File: config.mk
export PLATFORM = sky130hd
export DESIGN_NAME = tcm_xbar
export DESIGN_NICKNAME = d
export VERILOG_FILES = /design/src/xbar_data_pkg.sv /design/src/xbar_map_pkg.sv /design/src/tcm_xbar.sv /design/src/slv_mem_port.sv /design/src/mstr_port.sv /design/src/slv_arbiter.sv
export VERILOG_INCLUDE_DIRS = /design/src
export SDC_FILE = /design/constraint.sdc
export NUM_CORES = 1
export LEC_CHECK = 0
export BUFFER_PORTS_ARGS = -buffer_cell sky130_fd_sc_hd__buf_4
export CAP_MARGIN = 25
export CELL_PAD_IN_SITES_DETAIL_PLACEMENT = 0
export CELL_PAD_IN_SITES_GLOBAL_PLACEMENT = 2
export CORE_AREA = 5 5 230 232
export DETAILED_ROUTE_END_ITERATION = 16
export DIE_AREA = 0 0 235 237
export PLACE_DENSITY_LB_ADDON = 0.1
export SYNTH_ARGS = -nofsm -noshare
export SYNTH_HDL_FRONTEND = slang
export SYNTH_SLANG_ARGS = --single-unit
export TNS_END_PERCENT = 50
File: constraint.sdc
create_clock -name clk_i -period 4.3 [get_ports clk_i]
set_clock_uncertainty 0.2 [all_clocks]
set_input_delay 0.86 -clock clk_i [delete_from_list [all_inputs] [get_ports clk_i]]
set_output_delay 0.86 -clock clk_i [all_outputs]
set_load 0.01 [all_outputs]
File: src/xbar_cfg.svh
// ================================================
// TCM crossbar configuration
// port counts, region map and capability tag position
// ================================================
`ifndef XBAR_CFG_SVH
`define XBAR_CFG_SVH

`define XBAR_N_MSTR 3
`define XBAR_N_SLV  3

// ================================================
// address map, half-open [start, end)
// ================================================
`define XBAR_IROM_START 32'h2000_0000
`define XBAR_IROM_END   32'h2004_0000

`define XBAR_IRAM_START 32'h2004_0000
`define XBAR_IRAM_END   32'h200C_0000

`define XBAR_DRAM_START 32'h200F_0000
`define XBAR_DRAM_END   32'h2010_0000

// tag rides above the 32-bit word
`define XBAR_TAG_BIT 32

`endif
File: src/xbar_data_pkg.sv
// ================================================
// TCM crossbar payload types
// address, byte enable, plain and tagged words
// ================================================
`include "xbar_cfg.svh"

package xbar_data_pkg;

  typedef logic [31:0] addr_t;
  typedef logic [3:0]  be_t;

  typedef logic [31:0] word_t;

  // capability tag in the top bit
  typedef logic [`XBAR_TAG_BIT:0] tword_t;

endpackage

File: src/xbar_map_pkg.sv
// ================================================
// TCM crossbar address map types
// slave and master vectors, arbitration kinds
// ================================================
`include "xbar_cfg.svh"

package xbar_map_pkg;

  localparam int SLV_IDX_W = $clog2(`XBAR_N_SLV);

  typedef logic [SLV_IDX_W-1:0]    slv_idx_t;
  typedef logic [`XBAR_N_SLV-1:0]  slv_vec_t;   // one-hot, one bit per slave
  typedef logic [`XBAR_N_MSTR-1:0] mstr_vec_t;  // bit 0 has top priority

  // slave positions in slv_vec_t
  localparam slv_idx_t SLV_IROM = slv_idx_t'(0);
  localparam slv_idx_t SLV_IRAM = slv_idx_t'(1);
  localparam slv_idx_t SLV_DRAM = slv_idx_t'(2);

  // master positions in mstr_vec_t
  localparam int MSTR_DATA  = 0;
  localparam int MSTR_INSTR = 1;
  localparam int MSTR_DBG   = 2;

  typedef enum logic {
    ARB_FIXED = 1'b0,  // lowest index wins
    ARB_RR    = 1'b1   // round-robin after last accepted
  } arb_kind_e;

endpackage

File: src/tcm_xbar.sv
// ================================================
// TCM crossbar top
// data, instruction and debug masters onto IROM, IRAM, DRAM
// ================================================
`include "xbar_cfg.svh"

module tcm_xbar (
  input  logic                  clk_i,
  input  logic                  rstn_i,

  input  logic                  data_req_i,
  output logic                  data_gnt_o,
  input  xbar_data_pkg::addr_t  data_addr_i,
  input  xbar_data_pkg::be_t    data_be_i,
  input  xbar_data_pkg::tword_t data_wdata_i,
  input  logic                  data_we_i,
  output xbar_data_pkg::tword_t data_rdata_o,
  output logic                  data_rvalid_o,
  output logic                  data_err_o,

  input  logic                  instr_req_i,
  output logic                  instr_gnt_o,
  input  xbar_data_pkg::addr_t  instr_addr_i,
  output xbar_data_pkg::word_t  instr_rdata_o,
  output logic                  instr_rvalid_o,
  output logic                  instr_err_o,

  input  logic                  dbg_req_i,
  output logic                  dbg_gnt_o,
  input  xbar_data_pkg::addr_t  dbg_addr_i,
  input  xbar_data_pkg::be_t    dbg_be_i,
  input  xbar_data_pkg::tword_t dbg_wdata_i,
  input  logic                  dbg_we_i,
  output xbar_data_pkg::tword_t dbg_rdata_o,
  output logic                  dbg_rvalid_o,
  output logic                  dbg_err_o,

  output logic                  irom_en_o,
  output xbar_data_pkg::addr_t  irom_addr_o,
  output xbar_data_pkg::be_t    irom_be_o,
  output logic                  irom_we_o,
  output xbar_data_pkg::word_t  irom_wdata_o,
  input  xbar_data_pkg::word_t  irom_rdata_i,
  input  logic                  irom_ready_i,
  input  logic                  irom_error_i,

  output logic                  iram_en_o,
  output xbar_data_pkg::addr_t  iram_addr_o,
  output xbar_data_pkg::be_t    iram_be_o,
  output logic                  iram_we_o,
  output xbar_data_pkg::tword_t iram_wdata_o,
  input  xbar_data_pkg::tword_t iram_rdata_i,
  input  logic                  iram_ready_i,
  input  logic                  iram_error_i,

  output logic                  dram_en_o,
  output xbar_data_pkg::addr_t  dram_addr_o,
  output xbar_data_pkg::be_t    dram_be_o,
  output logic                  dram_we_o,
  output xbar_data_pkg::tword_t dram_wdata_o,
  input  xbar_data_pkg::tword_t dram_rdata_i,
  input  logic                  dram_ready_i,
  input  logic                  dram_error_i
);

  import xbar_map_pkg::*;
  import xbar_data_pkg::*;

  slv_vec_t  data_sreq, instr_sreq, dbg_sreq;   // per master
  slv_vec_t  data_sgnt, instr_sgnt, dbg_sgnt;
  mstr_vec_t irom_mreq, iram_mreq, dram_mreq;   // per slave
  mstr_vec_t irom_mgnt, iram_mgnt, dram_mgnt;

  addr_t     [`XBAR_N_MSTR-1:0] m2s_addr;
  be_t       [`XBAR_N_MSTR-1:0] m2s_be;
  tword_t    [`XBAR_N_MSTR-1:0] m2s_wdata;
  word_t     [`XBAR_N_MSTR-1:0] m2s_wdata32;  // IROM has no tag
  mstr_vec_t                    m2s_we;

  // response bundle shared by all masters
  tword_t [`XBAR_N_SLV-1:0] s2m_rdata;
  slv_vec_t                 s2m_rvalid;
  slv_vec_t                 s2m_err;
  word_t                    irom_rdata;
  tword_t                   instr_rdata;

  // ================================================
  // request and grant regathering
  // ================================================
  // {dbg, instr, data}
  assign irom_mreq = {dbg_sreq[SLV_IROM], instr_sreq[SLV_IROM], data_sreq[SLV_IROM]};
  assign iram_mreq = {dbg_sreq[SLV_IRAM], instr_sreq[SLV_IRAM], data_sreq[SLV_IRAM]};
  assign dram_mreq = {dbg_sreq[SLV_DRAM], instr_sreq[SLV_DRAM], data_sreq[SLV_DRAM]};

  // {DRAM, IRAM, IROM}
  assign data_sgnt  = {dram_mgnt[MSTR_DATA], iram_mgnt[MSTR_DATA], irom_mgnt[MSTR_DATA]};
  assign instr_sgnt = {dram_mgnt[MSTR_INSTR], iram_mgnt[MSTR_INSTR], irom_mgnt[MSTR_INSTR]};
  assign dbg_sgnt   = {dram_mgnt[MSTR_DBG], iram_mgnt[MSTR_DBG], irom_mgnt[MSTR_DBG]};

  for (genvar i = 0; i < `XBAR_N_MSTR; i++) begin : g_wdata32
    assign m2s_wdata32[i] = word_t'(m2s_wdata[i]);
  end

  assign s2m_rdata[SLV_IROM] = tword_t'(irom_rdata);  // zero tag
  assign instr_rdata_o       = word_t'(instr_rdata);

  // ================================================
  // master ports
  // ================================================
  mstr_port u_data_port (
    .clk_i        (clk_i),
    .rstn_i       (rstn_i),
    .req_i        (data_req_i),
    .gnt_o        (data_gnt_o),
    .addr_i       (data_addr_i),
    .be_i         (data_be_i),
    .wdata_i      (data_wdata_i),
    .we_i         (data_we_i),
    .rdata_o      (data_rdata_o),
    .rvalid_o     (data_rvalid_o),
    .err_o        (data_err_o),
    .slv_req_o    (data_sreq),
    .slv_addr_o   (m2s_addr[MSTR_DATA]),
    .slv_be_o     (m2s_be[MSTR_DATA]),
    .slv_wdata_o  (m2s_wdata[MSTR_DATA]),
    .slv_we_o     (m2s_we[MSTR_DATA]),
    .slv_gnt_i    (data_sgnt),
    .slv_rdata_i  (s2m_rdata),
    .slv_rvalid_i (s2m_rvalid),
    .slv_err_i    (s2m_err)
  );

  // fetch only, full-word reads
  mstr_port u_instr_port (
    .clk_i        (clk_i),
    .rstn_i       (rstn_i),
    .req_i        (instr_req_i),
    .gnt_o        (instr_gnt_o),
    .addr_i       (instr_addr_i),
    .be_i         (be_t'('1)),
    .wdata_i      (tword_t'(0)),
    .we_i         (1'b0),
    .rdata_o      (instr_rdata),
    .rvalid_o     (instr_rvalid_o),
    .err_o        (instr_err_o),
    .slv_req_o    (instr_sreq),
    .slv_addr_o   (m2s_addr[MSTR_INSTR]),
    .slv_be_o     (m2s_be[MSTR_INSTR]),
    .slv_wdata_o  (m2s_wdata[MSTR_INSTR]),
    .slv_we_o     (m2s_we[MSTR_INSTR]),
    .slv_gnt_i    (instr_sgnt),
    .slv_rdata_i  (s2m_rdata),
    .slv_rvalid_i (s2m_rvalid),
    .slv_err_i    (s2m_err)
  );

  mstr_port u_dbg_port (
    .clk_i        (clk_i),
    .rstn_i       (rstn_i),
    .req_i        (dbg_req_i),
    .gnt_o        (dbg_gnt_o),
    .addr_i       (dbg_addr_i),
    .be_i         (dbg_be_i),
    .wdata_i      (dbg_wdata_i),
    .we_i         (dbg_we_i),
    .rdata_o      (dbg_rdata_o),
    .rvalid_o     (dbg_rvalid_o),
    .err_o        (dbg_err_o),
    .slv_req_o    (dbg_sreq),
    .slv_addr_o   (m2s_addr[MSTR_DBG]),
    .slv_be_o     (m2s_be[MSTR_DBG]),
    .slv_wdata_o  (m2s_wdata[MSTR_DBG]),
    .slv_we_o     (m2s_we[MSTR_DBG]),
    .slv_gnt_i    (dbg_sgnt),
    .slv_rdata_i  (s2m_rdata),
    .slv_rvalid_i (s2m_rvalid),
    .slv_err_i    (s2m_err)
  );

  // ================================================
  // slave ports
  // ================================================
  slv_mem_port #(
    .payload_t (word_t),
    .arb_kind  (ARB_FIXED)
  ) u_irom_port (
    .clk_i       (clk_i),
    .rstn_i      (rstn_i),
    .mreq_i      (irom_mreq),
    .mgnt_o      (irom_mgnt),
    .maddr_i     (m2s_addr),
    .mbe_i       (m2s_be),
    .mwdata_i    (m2s_wdata32),
    .mwe_i       (m2s_we),
    .rdata_o     (irom_rdata),
    .rvalid_o    (s2m_rvalid[SLV_IROM]),
    .err_o       (s2m_err[SLV_IROM]),
    .mem_en_o    (irom_en_o),
    .mem_we_o    (irom_we_o),
    .mem_addr_o  (irom_addr_o),
    .mem_be_o    (irom_be_o),
    .mem_wdata_o (irom_wdata_o),
    .mem_rdata_i (irom_rdata_i),
    .mem_ready_i (irom_ready_i),
    .mem_error_i (irom_error_i)
  );

  slv_mem_port #(
    .payload_t (tword_t),
    .arb_kind  (ARB_RR)
  ) u_iram_port (
    .clk_i       (clk_i),
    .rstn_i      (rstn_i),
    .mreq_i      (iram_mreq),
    .mgnt_o      (iram_mgnt),
    .maddr_i     (m2s_addr),
    .mbe_i       (m2s_be),
    .mwdata_i    (m2s_wdata),
    .mwe_i       (m2s_we),
    .rdata_o     (s2m_rdata[SLV_IRAM]),
    .rvalid_o    (s2m_rvalid[SLV_IRAM]),
    .err_o       (s2m_err[SLV_IRAM]),
    .mem_en_o    (iram_en_o),
    .mem_we_o    (iram_we_o),
    .mem_addr_o  (iram_addr_o),
    .mem_be_o    (iram_be_o),
    .mem_wdata_o (iram_wdata_o),
    .mem_rdata_i (iram_rdata_i),
    .mem_ready_i (iram_ready_i),
    .mem_error_i (iram_error_i)
  );

  slv_mem_port #(
    .payload_t (tword_t),
    .arb_kind  (ARB_RR)
  ) u_dram_port (
    .clk_i       (clk_i),
    .rstn_i      (rstn_i),
    .mreq_i      (dram_mreq),
    .mgnt_o      (dram_mgnt),
    .maddr_i     (m2s_addr),
    .mbe_i       (m2s_be),
    .mwdata_i    (m2s_wdata),
    .mwe_i       (m2s_we),
    .rdata_o     (s2m_rdata[SLV_DRAM]),
    .rvalid_o    (s2m_rvalid[SLV_DRAM]),
    .err_o       (s2m_err[SLV_DRAM]),
    .mem_en_o    (dram_en_o),
    .mem_we_o    (dram_we_o),
    .mem_addr_o  (dram_addr_o),
    .mem_be_o    (dram_be_o),
    .mem_wdata_o (dram_wdata_o),
    .mem_rdata_i (dram_rdata_i),
    .mem_ready_i (dram_ready_i),
    .mem_error_i (dram_error_i)
  );

endmodule

File: src/slv_mem_port.sv
// ================================================
// TCM crossbar slave port
// arbitrates the masters, drives the memory port
// and returns the response one cycle later
// ================================================
`include "xbar_cfg.svh"

module slv_mem_port #(
  parameter type                     payload_t = xbar_data_pkg::tword_t,
  parameter xbar_map_pkg::arb_kind_e arb_kind  = xbar_map_pkg::ARB_RR
) (
  input  logic                                     clk_i,
  input  logic                                     rstn_i,

  // master side
  input  xbar_map_pkg::mstr_vec_t                  mreq_i,
  output xbar_map_pkg::mstr_vec_t                  mgnt_o,
  input  xbar_data_pkg::addr_t [`XBAR_N_MSTR-1:0]  maddr_i,
  input  xbar_data_pkg::be_t   [`XBAR_N_MSTR-1:0]  mbe_i,
  input  payload_t             [`XBAR_N_MSTR-1:0]  mwdata_i,
  input  xbar_map_pkg::mstr_vec_t                  mwe_i,
  output payload_t                                 rdata_o,
  output logic                                     rvalid_o,
  output logic                                     err_o,

  // memory side
  output logic                                     mem_en_o,
  output logic                                     mem_we_o,
  output xbar_data_pkg::addr_t                     mem_addr_o,
  output xbar_data_pkg::be_t                       mem_be_o,
  output payload_t                                 mem_wdata_o,
  input  payload_t                                 mem_rdata_i,
  input  logic                                     mem_ready_i,
  input  logic                                     mem_error_i
);

  import xbar_map_pkg::*;

  mstr_vec_t sel;       // arbiter choice, before ready
  logic      rvalid_q;

  slv_arbiter #(
    .arb_kind (arb_kind)
  ) u_arbiter (
    .clk_i    (clk_i),
    .rstn_i   (rstn_i),
    .req_i    (mreq_i),
    .accept_i (|mgnt_o),
    .gnt_o    (sel)
  );

  assign mem_en_o = |sel;
  assign mgnt_o   = sel & {`XBAR_N_MSTR{mem_ready_i}};

  // sel is one-hot
  always_comb begin
    mem_addr_o  = '0;
    mem_be_o    = '0;
    mem_wdata_o = '0;
    mem_we_o    = 1'b0;
    for (int i = 0; i < `XBAR_N_MSTR; i++) begin
      if (sel[i]) begin
        mem_addr_o  = maddr_i[i];
        mem_be_o    = mbe_i[i];
        mem_wdata_o = mwdata_i[i];
        mem_we_o    = mwe_i[i];
      end
    end
  end

  always_ff @(posedge clk_i or negedge rstn_i) begin
    if (!rstn_i) begin
      rvalid_q <= 1'b0;
    end else begin
      rvalid_q <= |mgnt_o;
    end
  end

  assign rdata_o  = mem_rdata_i;
  assign rvalid_o = rvalid_q;
  assign err_o    = rvalid_q & mem_error_i;  // memory error only counts with rvalid

endmodule

File: src/mstr_port.sv
// ================================================
// TCM crossbar master port
// decodes the address to a slave, holds a slave switch
// until the owed response is back, routes it home
// ================================================
`include "xbar_cfg.svh"

module mstr_port (
  input  logic                                    clk_i,
  input  logic                                    rstn_i,

  input  logic                                    req_i,
  output logic                                    gnt_o,
  input  xbar_data_pkg::addr_t                    addr_i,
  input  xbar_data_pkg::be_t                      be_i,
  input  xbar_data_pkg::tword_t                   wdata_i,
  input  logic                                    we_i,
  output xbar_data_pkg::tword_t                   rdata_o,
  output logic                                    rvalid_o,
  output logic                                    err_o,

  // slave side
  output xbar_map_pkg::slv_vec_t                  slv_req_o,
  output xbar_data_pkg::addr_t                    slv_addr_o,
  output xbar_data_pkg::be_t                      slv_be_o,
  output xbar_data_pkg::tword_t                   slv_wdata_o,
  output logic                                    slv_we_o,
  input  xbar_map_pkg::slv_vec_t                  slv_gnt_i,
  input  xbar_data_pkg::tword_t [`XBAR_N_SLV-1:0] slv_rdata_i,
  input  xbar_map_pkg::slv_vec_t                  slv_rvalid_i,
  input  xbar_map_pkg::slv_vec_t                  slv_err_i
);

  import xbar_map_pkg::*;
  import xbar_data_pkg::*;

  slv_vec_t hit;          // region hits, disjoint
  slv_vec_t slv_dec;
  slv_vec_t pend_q;       // slave that owes us a response
  logic     rvalid_done;

  function automatic logic in_region(addr_t a, addr_t lo, addr_t hi);
    return (a >= lo) && (a < hi);
  endfunction

  // ================================================
  // address decode
  // ================================================
  always_comb begin
    hit           = '0;
    hit[SLV_IROM] = in_region(addr_i, `XBAR_IROM_START, `XBAR_IROM_END);
    hit[SLV_IRAM] = in_region(addr_i, `XBAR_IRAM_START, `XBAR_IRAM_END);
    hit[SLV_DRAM] = in_region(addr_i, `XBAR_DRAM_START, `XBAR_DRAM_END);

    slv_dec = '0;
    if (req_i) begin
      if (|hit) slv_dec = hit;
      else      slv_dec[SLV_DRAM] = 1'b1;  // unmapped goes to DRAM
    end
  end

  assign rvalid_done = |(pend_q & slv_rvalid_i);

  // a different slave has to wait for the pending response
  assign slv_req_o = ((pend_q == '0) || (pend_q == slv_dec) || rvalid_done) ? slv_dec : '0;
  assign gnt_o     = |(slv_gnt_i & slv_req_o);

  assign slv_addr_o  = addr_i;
  assign slv_be_o    = be_i;
  assign slv_wdata_o = wdata_i;
  assign slv_we_o    = we_i;

  always_ff @(posedge clk_i or negedge rstn_i) begin
    if (!rstn_i) begin
      pend_q <= '0;
    end else if (gnt_o) begin
      pend_q <= slv_req_o;
    end else if (rvalid_done) begin
      pend_q <= '0;
    end
  end

  // ================================================
  // response select
  // ================================================
  always_comb begin
    rdata_o = '0;
    for (int i = 0; i < `XBAR_N_SLV; i++) begin
      if (pend_q[i]) rdata_o = slv_rdata_i[i];
    end
  end

  assign rvalid_o = rvalid_done;
  assign err_o    = |(pend_q & slv_rvalid_i & slv_err_i);

endmodule

File: src/slv_arbiter.sv
// ================================================
// TCM crossbar slave arbiter
// fixed priority or round-robin among the masters
// ================================================

module slv_arbiter #(
  parameter xbar_map_pkg::arb_kind_e arb_kind = xbar_map_pkg::ARB_FIXED
) (
  input  logic                    clk_i,
  input  logic                    rstn_i,
  input  xbar_map_pkg::mstr_vec_t req_i,
  input  logic                    accept_i,  // choice taken by the memory
  output xbar_map_pkg::mstr_vec_t gnt_o
);

  import xbar_map_pkg::*;

  mstr_vec_t last_q;   // last accepted master, one-hot
  mstr_vec_t hi_mask;
  mstr_vec_t req_hi;

  // isolate lowest set bit
  function automatic mstr_vec_t lowest(mstr_vec_t v);
    return v & (~v + mstr_vec_t'(1));
  endfunction

  // masters strictly above last_q, empty after reset
  assign hi_mask = (arb_kind == ARB_RR) ? ~(last_q | (last_q - mstr_vec_t'(1))) : '0;
  assign req_hi  = req_i & hi_mask;

  // wrap to the lowest requester when nobody above asks
  assign gnt_o = (|req_hi) ? lowest(req_hi) : lowest(req_i);

  always_ff @(posedge clk_i or negedge rstn_i) begin
    if (!rstn_i) begin
      last_q <= '0;
    end else if (accept_i) begin
      last_q <= gnt_o;
    end
  end

endmodule

==> results.json, run 1 <==
{
  "status": "finished, violations left",
  "die-area_um2": 55700,
  "remaining_drc_errors": 0,
  "clock_latency_ns": 0.25,
  "synthXorXnorAreaFrac_pct": 0.416,
  "synth-compound-area-share_pct": 52.2,
  "wl_um": 59200,
  "grt_max_degree": 68,
  "maxSlewHeadroom_pct": 51.1,
  "worstMarginPinSlew_ns": 0.734,
  "fmax_ghz": 0.211,
  "end_kind": "output pin",
  "start_util_pct": 12.4,
  "critPathRequiredTime_ns": 3.24,
  "grt_pass1_vias": 11200,
  "detail_route.wl_per_cell_um": 25.5,
  "tns_ns": -48.20,
  "die_x_um": 235,
  "setup_viol": 188,
  "root_buffer": "clkbuf_16",
  "hpwlAfterDp_um": 43400,
  "path_max_fanout": 5,
  "start_kind": "input pin",
  "finalCriticalPeriod_ns": 4.75,
  "final_nets": 1924,
  "num_rows": 83,
  "synth-main-ff-cell": "dfrtp_1",
  "grt_pass1_wl_um": 81100,
  "hold_violations": 0,
  "drtPass1Iterations": 6,
  "core_area_um2": 50800,
  "yosys.area_share.simple_pct": 25.5,
  "power_density_nw_per_um2": 289,
  "numPortBuffers": 575,
  "via_per_inst": 4.66,
  "synth-async-reset-ratio_pct": 100,
  "tritoncts": "yes",
  "clk_path_buf_depth": 2,
  "drv_cap": 0,
  "grt_overflow": 0,
  "io-pin-count": 600,
  "seq_area_frac_synth_pct": 7.14,
  "clk_pin_slew_ns": 0.06,
  "die_height_um": 237,
  "synthMuxAreaShare_pct": 0.515,
  "area_growth_pct": 129,
  "antenna_found_initial": 1,
  "fin_cells": 2322,
  "yosys.area.top_type": "a22oi_1",
  "synth.top_cell.area_share_pct": 14.5,
  "synth.area.top_cells": "a22oi_1, nand2_1, a22o_1",
  "drive_above_1_share_pct": 55.3,
  "mostFrequentLayoutCell": "buf_4",
  "syn_avg_cell_area_um2": 6.35,
  "num_vias": 10800,
  "fin_crit_sh_pct": 110,
  "initialDrtViolationCount": 754,
  "critPathArrivalTime_ns": 3.69,
  "critPathKind": "input pin to output pin",
  "dp.cells": 2264,
  "diodes": 0,
  "cts_made_buffers": 3,
  "cts_sinks": 18,
  "ctsHoldBuffers": 0,
  "violations": "setup timing",
  "setup_slack_ns": -0.446,
  "gp_congestion": 0.795,
  "hp-class": "input pin to async pin",
  "synthCells": 994,
  "maxSlewViolCount": 0,
  "ant_nets": 0,
  "rsz0062_at_grt": "yes",
  "ys_seq_elements": 18,
  "ys_types": 72,
  "mostFrequentLayoutCells": "buf_4, nand2_1, buf_6",
  "synthAdderAreaFrac_pct": 0,
  "leakagePower_uw": 0.00681,
  "syn_area_um2": 6310,
  "ctsHtreeMaxLevel": 1,
  "ys_warn_count": 0,
  "synth_top_family_by_area": "compound AO/OA/AOI/OAI gates",
  "ir_drop_mv": 0.201,
  "n_fill_cell": 5641,
  "synth-edff-count": 0,
  "track_usage_pct": 18.9
}
## layer usage
metal / routed length [µm] / GRT usage [%] / share of wire [%] / up-vias
li1: - / - / - / 5085
met1: 22700 / 22.1 / 38 / 5243
met2: 30900 / 35.3 / 52 / 469
met3: 4950 / 5.63 / 8.4 / 28
met4: 616 / 1.84 / 1.0 / 2
met5: 13 / 0 / 0.022 / -
## synth_stat cells (2+ instances only)
| cell type | n |
|---|---|
| nand3_1 | 62 |
| a211oi_1 | 5 |
| a21boi_0 | 2 |
| dfrtp_1 | 18 |
| o21ai_1 | 7 |
| xor2_1 | 2 |
| nor2b_1 | 4 |
| nor4bb_1 | 2 |
| nor3b_1 | 2 |
| mux2_2 | 2 |
| o21ai_0 | 113 |
| buf_4 | 31 |
| a222oi_1 | 33 |
| buf_6 | 8 |
| nor4_1 | 5 |
| a22oi_1 | 122 |
| a31oi_1 | 7 |
| nor3_1 | 6 |
| and3_1 | 14 |
| nand4b_1 | 3 |
| nand2_1 | 197 |
| inv_1 | 47 |
| or4_1 | 3 |
| o21a_1 | 3 |
| or3_1 | 4 |
| a22o_1 | 71 |
| a21o_1 | 3 |
| nand4_1 | 3 |
| o22ai_1 | 2 |
| nor2_1 | 17 |
| nand2b_1 | 4 |
| and2_1 | 3 |
| a32o_1 | 34 |
| o21bai_1 | 2 |
| buf_2 | 25 |
| a21bo_2 | 2 |
| clkbuf_1 | 71 |
| a21oi_2 | 2 |
| a2bb2oi_1 | 2 |
| a21oi_1 | 18 |
| or4b_1 | 2 |
## worst paths after layout
check | slack, ns | endpoint | cells past startpoint | from
worst max-delay path | -0.45 | dram_addr_o[9] | 12 | instr_addr_i[20]
worst min-delay path | 0.28 | u_dbg_port.pend_q[1]$_DFFE_PN0P_ | 1 | rstn_i
worst max register to register | 1.04 | u_iram_port.u_arbiter.last_q[2]$_DFFE_PN0P_ | 12 | u_irom_port.rvalid_o$_DFF_PN0_
worst min register to register | 0.41 | u_dram_port.u_arbiter.last_q[1]$_DFFE_PN0P_ | 2 | u_dram_port.u_arbiter.last_q[1]$_DFFE_PN0P_
max in group asynchronous | 3.38 | u_instr_port.pend_q[2]$_DFFE_PN0P_ | 1 | rstn_i
min in group clk_i | 0.41 | u_dram_port.u_arbiter.last_q[1]$_DFFE_PN0P_ | 2 | u_dram_port.u_arbiter.last_q[1]$_DFFE_PN0P_
## registers in the layout, indices dropped and copies added, names as in the netlist
signal,count
u_dbg_port.pend_q,3
u_iram_port.u_arbiter.last_q,3
u_instr_port.pend_q,3
u_dram_port.rvalid_o,1
u_iram_port.rvalid_o,1
u_data_port.pend_q,3
u_dram_port.u_arbiter.last_q,3
u_irom_port.rvalid_o,1
## stage by stage
step | util, % | area [µm²] | hold WS [ns] | power, µW | setup slack, ns
after floorplan | - | 6400 | 0.298 | 1680 | 0.0977
after global placement | 23.8 | 12100 | 0.395 | 3530 | -0.633
after detailed placement | 23.8 | 12100 | 0.393 | 3510 | -0.613
after CTS | 26.3 | 13300 | 0.294 | 3820 | -0.398
after global routing | 28.5 | 14500 | 0.303 | 4470 | -0.492
final | 28.5 | 14500 | 0.282 | 4180 | -0.446
## layout make-up
| type | count | area [µm²] | area share, % |
|---|---|---|---|
| clock buffer | 4 | 78.8 | 0.545 |
| tap | 680 | 851 | 5.89 |
| multi-input combinational | 816 | 5770 | 39.9 |
| sequential | 18 | 454 | 3.14 |
| inverter | 47 | 179 | 1.24 |
| timing repair buffer | 757 | 7120 | 49.3 |
## worst max-delay path, stage by stage
cell and delay [ns]:
buf_6 0.09, or4_4 0.55, o221a_4 0.27, a211oi_4 0.29, buf_6 0.16, a31oi_4 0.10
nand2b_4 0.18, a22o_4 0.26, buf_12 0.15, a222oi_1 0.51, inv_1 0.13, buf_6 0.15
## kinds of logic after synthesis
logic type / count (synthesis)
buffers and inverters: 183
multiplexers: 3
AND/OR/NAND/NOR: 343
other: 1
AO/OA/AOI/OAI: 443
XOR/XNOR: 3
flip-flops: 18
## power by group
group          internal (µW)  total, µW  switching (µW)
Sequential               200        253            52.1
Clock                    126        197            70.4
Combinational           1780       3730            1950
## what timing repair did
item,in CTS,in global routing
gates cloned,10,12
buffers inserted,23,14
setup endpoints to repair,188,189
gates resized for setup,182,188
pin swaps,84,69
Note: power is estimated with default switching activity, not from simulation.
==> inputs of run 2 (changes only) <==
--- a/config.mk
+++ b/config.mk
@@ -14,6 +14,7 @@
 export DETAILED_ROUTE_END_ITERATION = 16
 export DIE_AREA = 0 0 235 237
 export PLACE_DENSITY_LB_ADDON = 0.1
+export SETUP_SLACK_MARGIN = 0.1
 export SYNTH_ARGS = -nofsm -noshare
 export SYNTH_HDL_FRONTEND = slang
 export SYNTH_SLANG_ARGS = --single-unit
==> run 2 against run 1 <==
Net effect:
- the run still ends with setup timing left
- core utilization up 0.23 points
- clock power up 12%
- sequential cell count unchanged
- cell count increased by 0.78%
- highest routed layer unchanged
- sequential share of layout area about the same
- cell area is 0.80% higher
- hold slack worse by 0.0011 ns
- maximum frequency increased by 2.8%
- critical endpoint is now dram_addr_o[17]
==> results.json, run 2 (same netlist as run 1, synthesis figures left out) <==
{
  "status": "finished, violations left",
  "violations": "setup timing",
  "post-route-util_pct": 28.7,
  "clock_latency_ns": 0.26,
  "clk_path_buf_depth": 2,
  "grt_pass1_vias": 11400,
  "wl_met3_um": 4810,
  "r2r_end": "u_iram_port.u_arbiter.last_q[1]$_DFFE_PN0P_",
  "area_growth_pct": 131,
  "ctsHtreeMaxLevel": 1,
  "met2_wirelength_um": 31400,
  "initialDrtViolationCount": 736,
  "hp-class": "input pin to async pin",
  "drtPass1Iterations": 8,
  "mostFrequentLayoutCell": "buf_4",
  "leakagePower_uw": 0.00687,
  "cp_common_cell": "buf_6",
  "ant_nets": 0,
  "start_kind": "input pin",
  "ir_drop_mv": 0.216,
  "fin_hold_ws_ns": 0.281,
  "detail_route.wl_per_cell_um": 26.0,
  "maxSlewHeadroom_pct": 52.1,
  "ctsHoldBuffers": 0,
  "wl_um": 60800,
  "top_layer": "met5",
  "worstMarginPinSlew_ns": 0.719,
  "drv_cap": 0,
  "power_density_nw_per_um2": 305,
  "crit_start": "instr_addr_i[25]",
  "drive_above_1_share_pct": 54.9,
  "slowest_delay_ns": 0.56,
  "final_nets": 1942,
  "cp_slowest_cell": "or4_4",
  "hpwlAfterDp_um": 45600,
  "critPathArrivalTime_ns": 3.56,
  "r2r-start": "u_irom_port.rvalid_o$_DFF_PN0_",
  "root_buffer": "clkbuf_16",
  "track_usage_pct": 19.8,
  "die_height_um": 237,
  "die-area_um2": 55700,
  "via_per_inst": 4.72,
  "cts_sinks": 18,
  "rsz0062_at_grt": "yes",
  "antenna_found_initial": 3,
  "gp_congestion": 0.804,
  "fin_crit_sh_pct": 107,
  "io-pin-count": 600,
  "tritoncts": "yes",
  "num_rows": 83,
  "grt_pass1_wl_um": 84600,
  "end_kind": "output pin",
  "core_area_um2": 50800,
  "setup_slack_ns": -0.318,
  "setup_viol": 186,
  "fmax_ghz": 0.217,
  "clk_pin_slew_ns": 0.06,
  "finalCriticalPeriod_ns": 4.62,
  "hold_violations": 0,
  "critPathRequiredTime_ns": 3.24,
  "path_cells": "buf_6 > or4_4 > buf_12 > nor4b_4 > buf_4 > a21boi_4 > a31oi_4 > nand2b_4 > buf_6 > a21oi_4 > buf_6 > buf_8 > a222oi_1 > inv_1 > buf_4",
  "path_max_fanout": 6,
  "rr_worst_depth": 11,
  "remaining_drc_errors": 0,
  "num_vias": 11000,
  "pre_cts_ws_ns": -0.550,
  "ff2ff_setup_slack_ns": 1.07,
  "critPathKind": "input pin to output pin",
  "grt_overflow": 0,
  "cts_made_buffers": 3,
  "maxSlewViolCount": 0,
  "numPortBuffers": 575,
  "start_util_pct": 12.4,
  "die_x_um": 235,
  "drt-met1-wl_um": 23900,
  "mostFrequentLayoutCells": "buf_4, nand2_1, buf_6",
  "diodes": 0,
  "grt_max_degree": 69
}
[run 2: changes by cell type in the layout (fill, tap and decap cells not counted), sizes merged]
cell    delta
buf       +21
clkbuf     -3
[run 2: final cells by class]
class	count	area, µm²
fill	5539	36200
sequential	18	454
tap	680	851
multi-input combinational	816	5700
clock buffer	4	88.8
timing repair buffer	775	7300
inverter	47	176
[run 2: critical path, delay by kind of cell]
kind	cells	cell delay [ns]
and+or+nand+nor	3	0.99
buffers and inverters	8	1.02
AOI/OAI and AO/OA	4	0.66
[run 2: worst max path at each step]
stage,endpoint,slack (ns)
after global routing,iram_addr_o[5],-0.40
after detailed placement,dram_wdata_o[9],-0.55
after floorplan,dram_addr_o[2],0.12
after CTS,iram_addr_o[4],-0.27
after global placement,dram_wdata_o[9],-0.64
final,dram_addr_o[17],-0.32
[run 2: through the flow]
| stage | std cells | TNS (ns) | total power [µW] | area (µm²) |
|---|---|---|---|---|
| 5_1_grt | 2340 | -53.00 | 4740 | 14600 |
| 3_3_place_gp | 2269 | -69.91 | 3520 | 12200 |
| 2_1_floorplan | 1017 | 0 | 1680 | 6400 |
| 4_1_cts | 2317 | -34.32 | 4160 | 13700 |
| 3_5_place_dp | 2269 | -69.58 | 3480 | 12200 |
| 6_report | 2340 | -32.40 | 4440 | 14600 |
[run 2: per-layer routing]
layer / global-route usage [%] / vias up
li1: - / 5115
met1: 23.7 / 5416
met2: 36.9 / 465
met3: 5.40 / 32
met4: 1.70 / 6
met5: 0 / -
[run 2: report_power, final]
| group | internal [µW] | switching [µW] | total (µW) |
|---|---|---|---|
| sequential | 200 | 58.8 | 259 |
| combinational | 1940 | 2030 | 3960 |
| clock | 142 | 77.7 | 220 |
| total | 2280 | 2170 | 4440 |
[run 2: repair_timing]
action,4_1_cts,5_1_grt
gates cloned,14,10
setup buffers,32,15
pin swaps,73,87
gates resized for setup,175,151
endpoints found under the setup margin,189,190
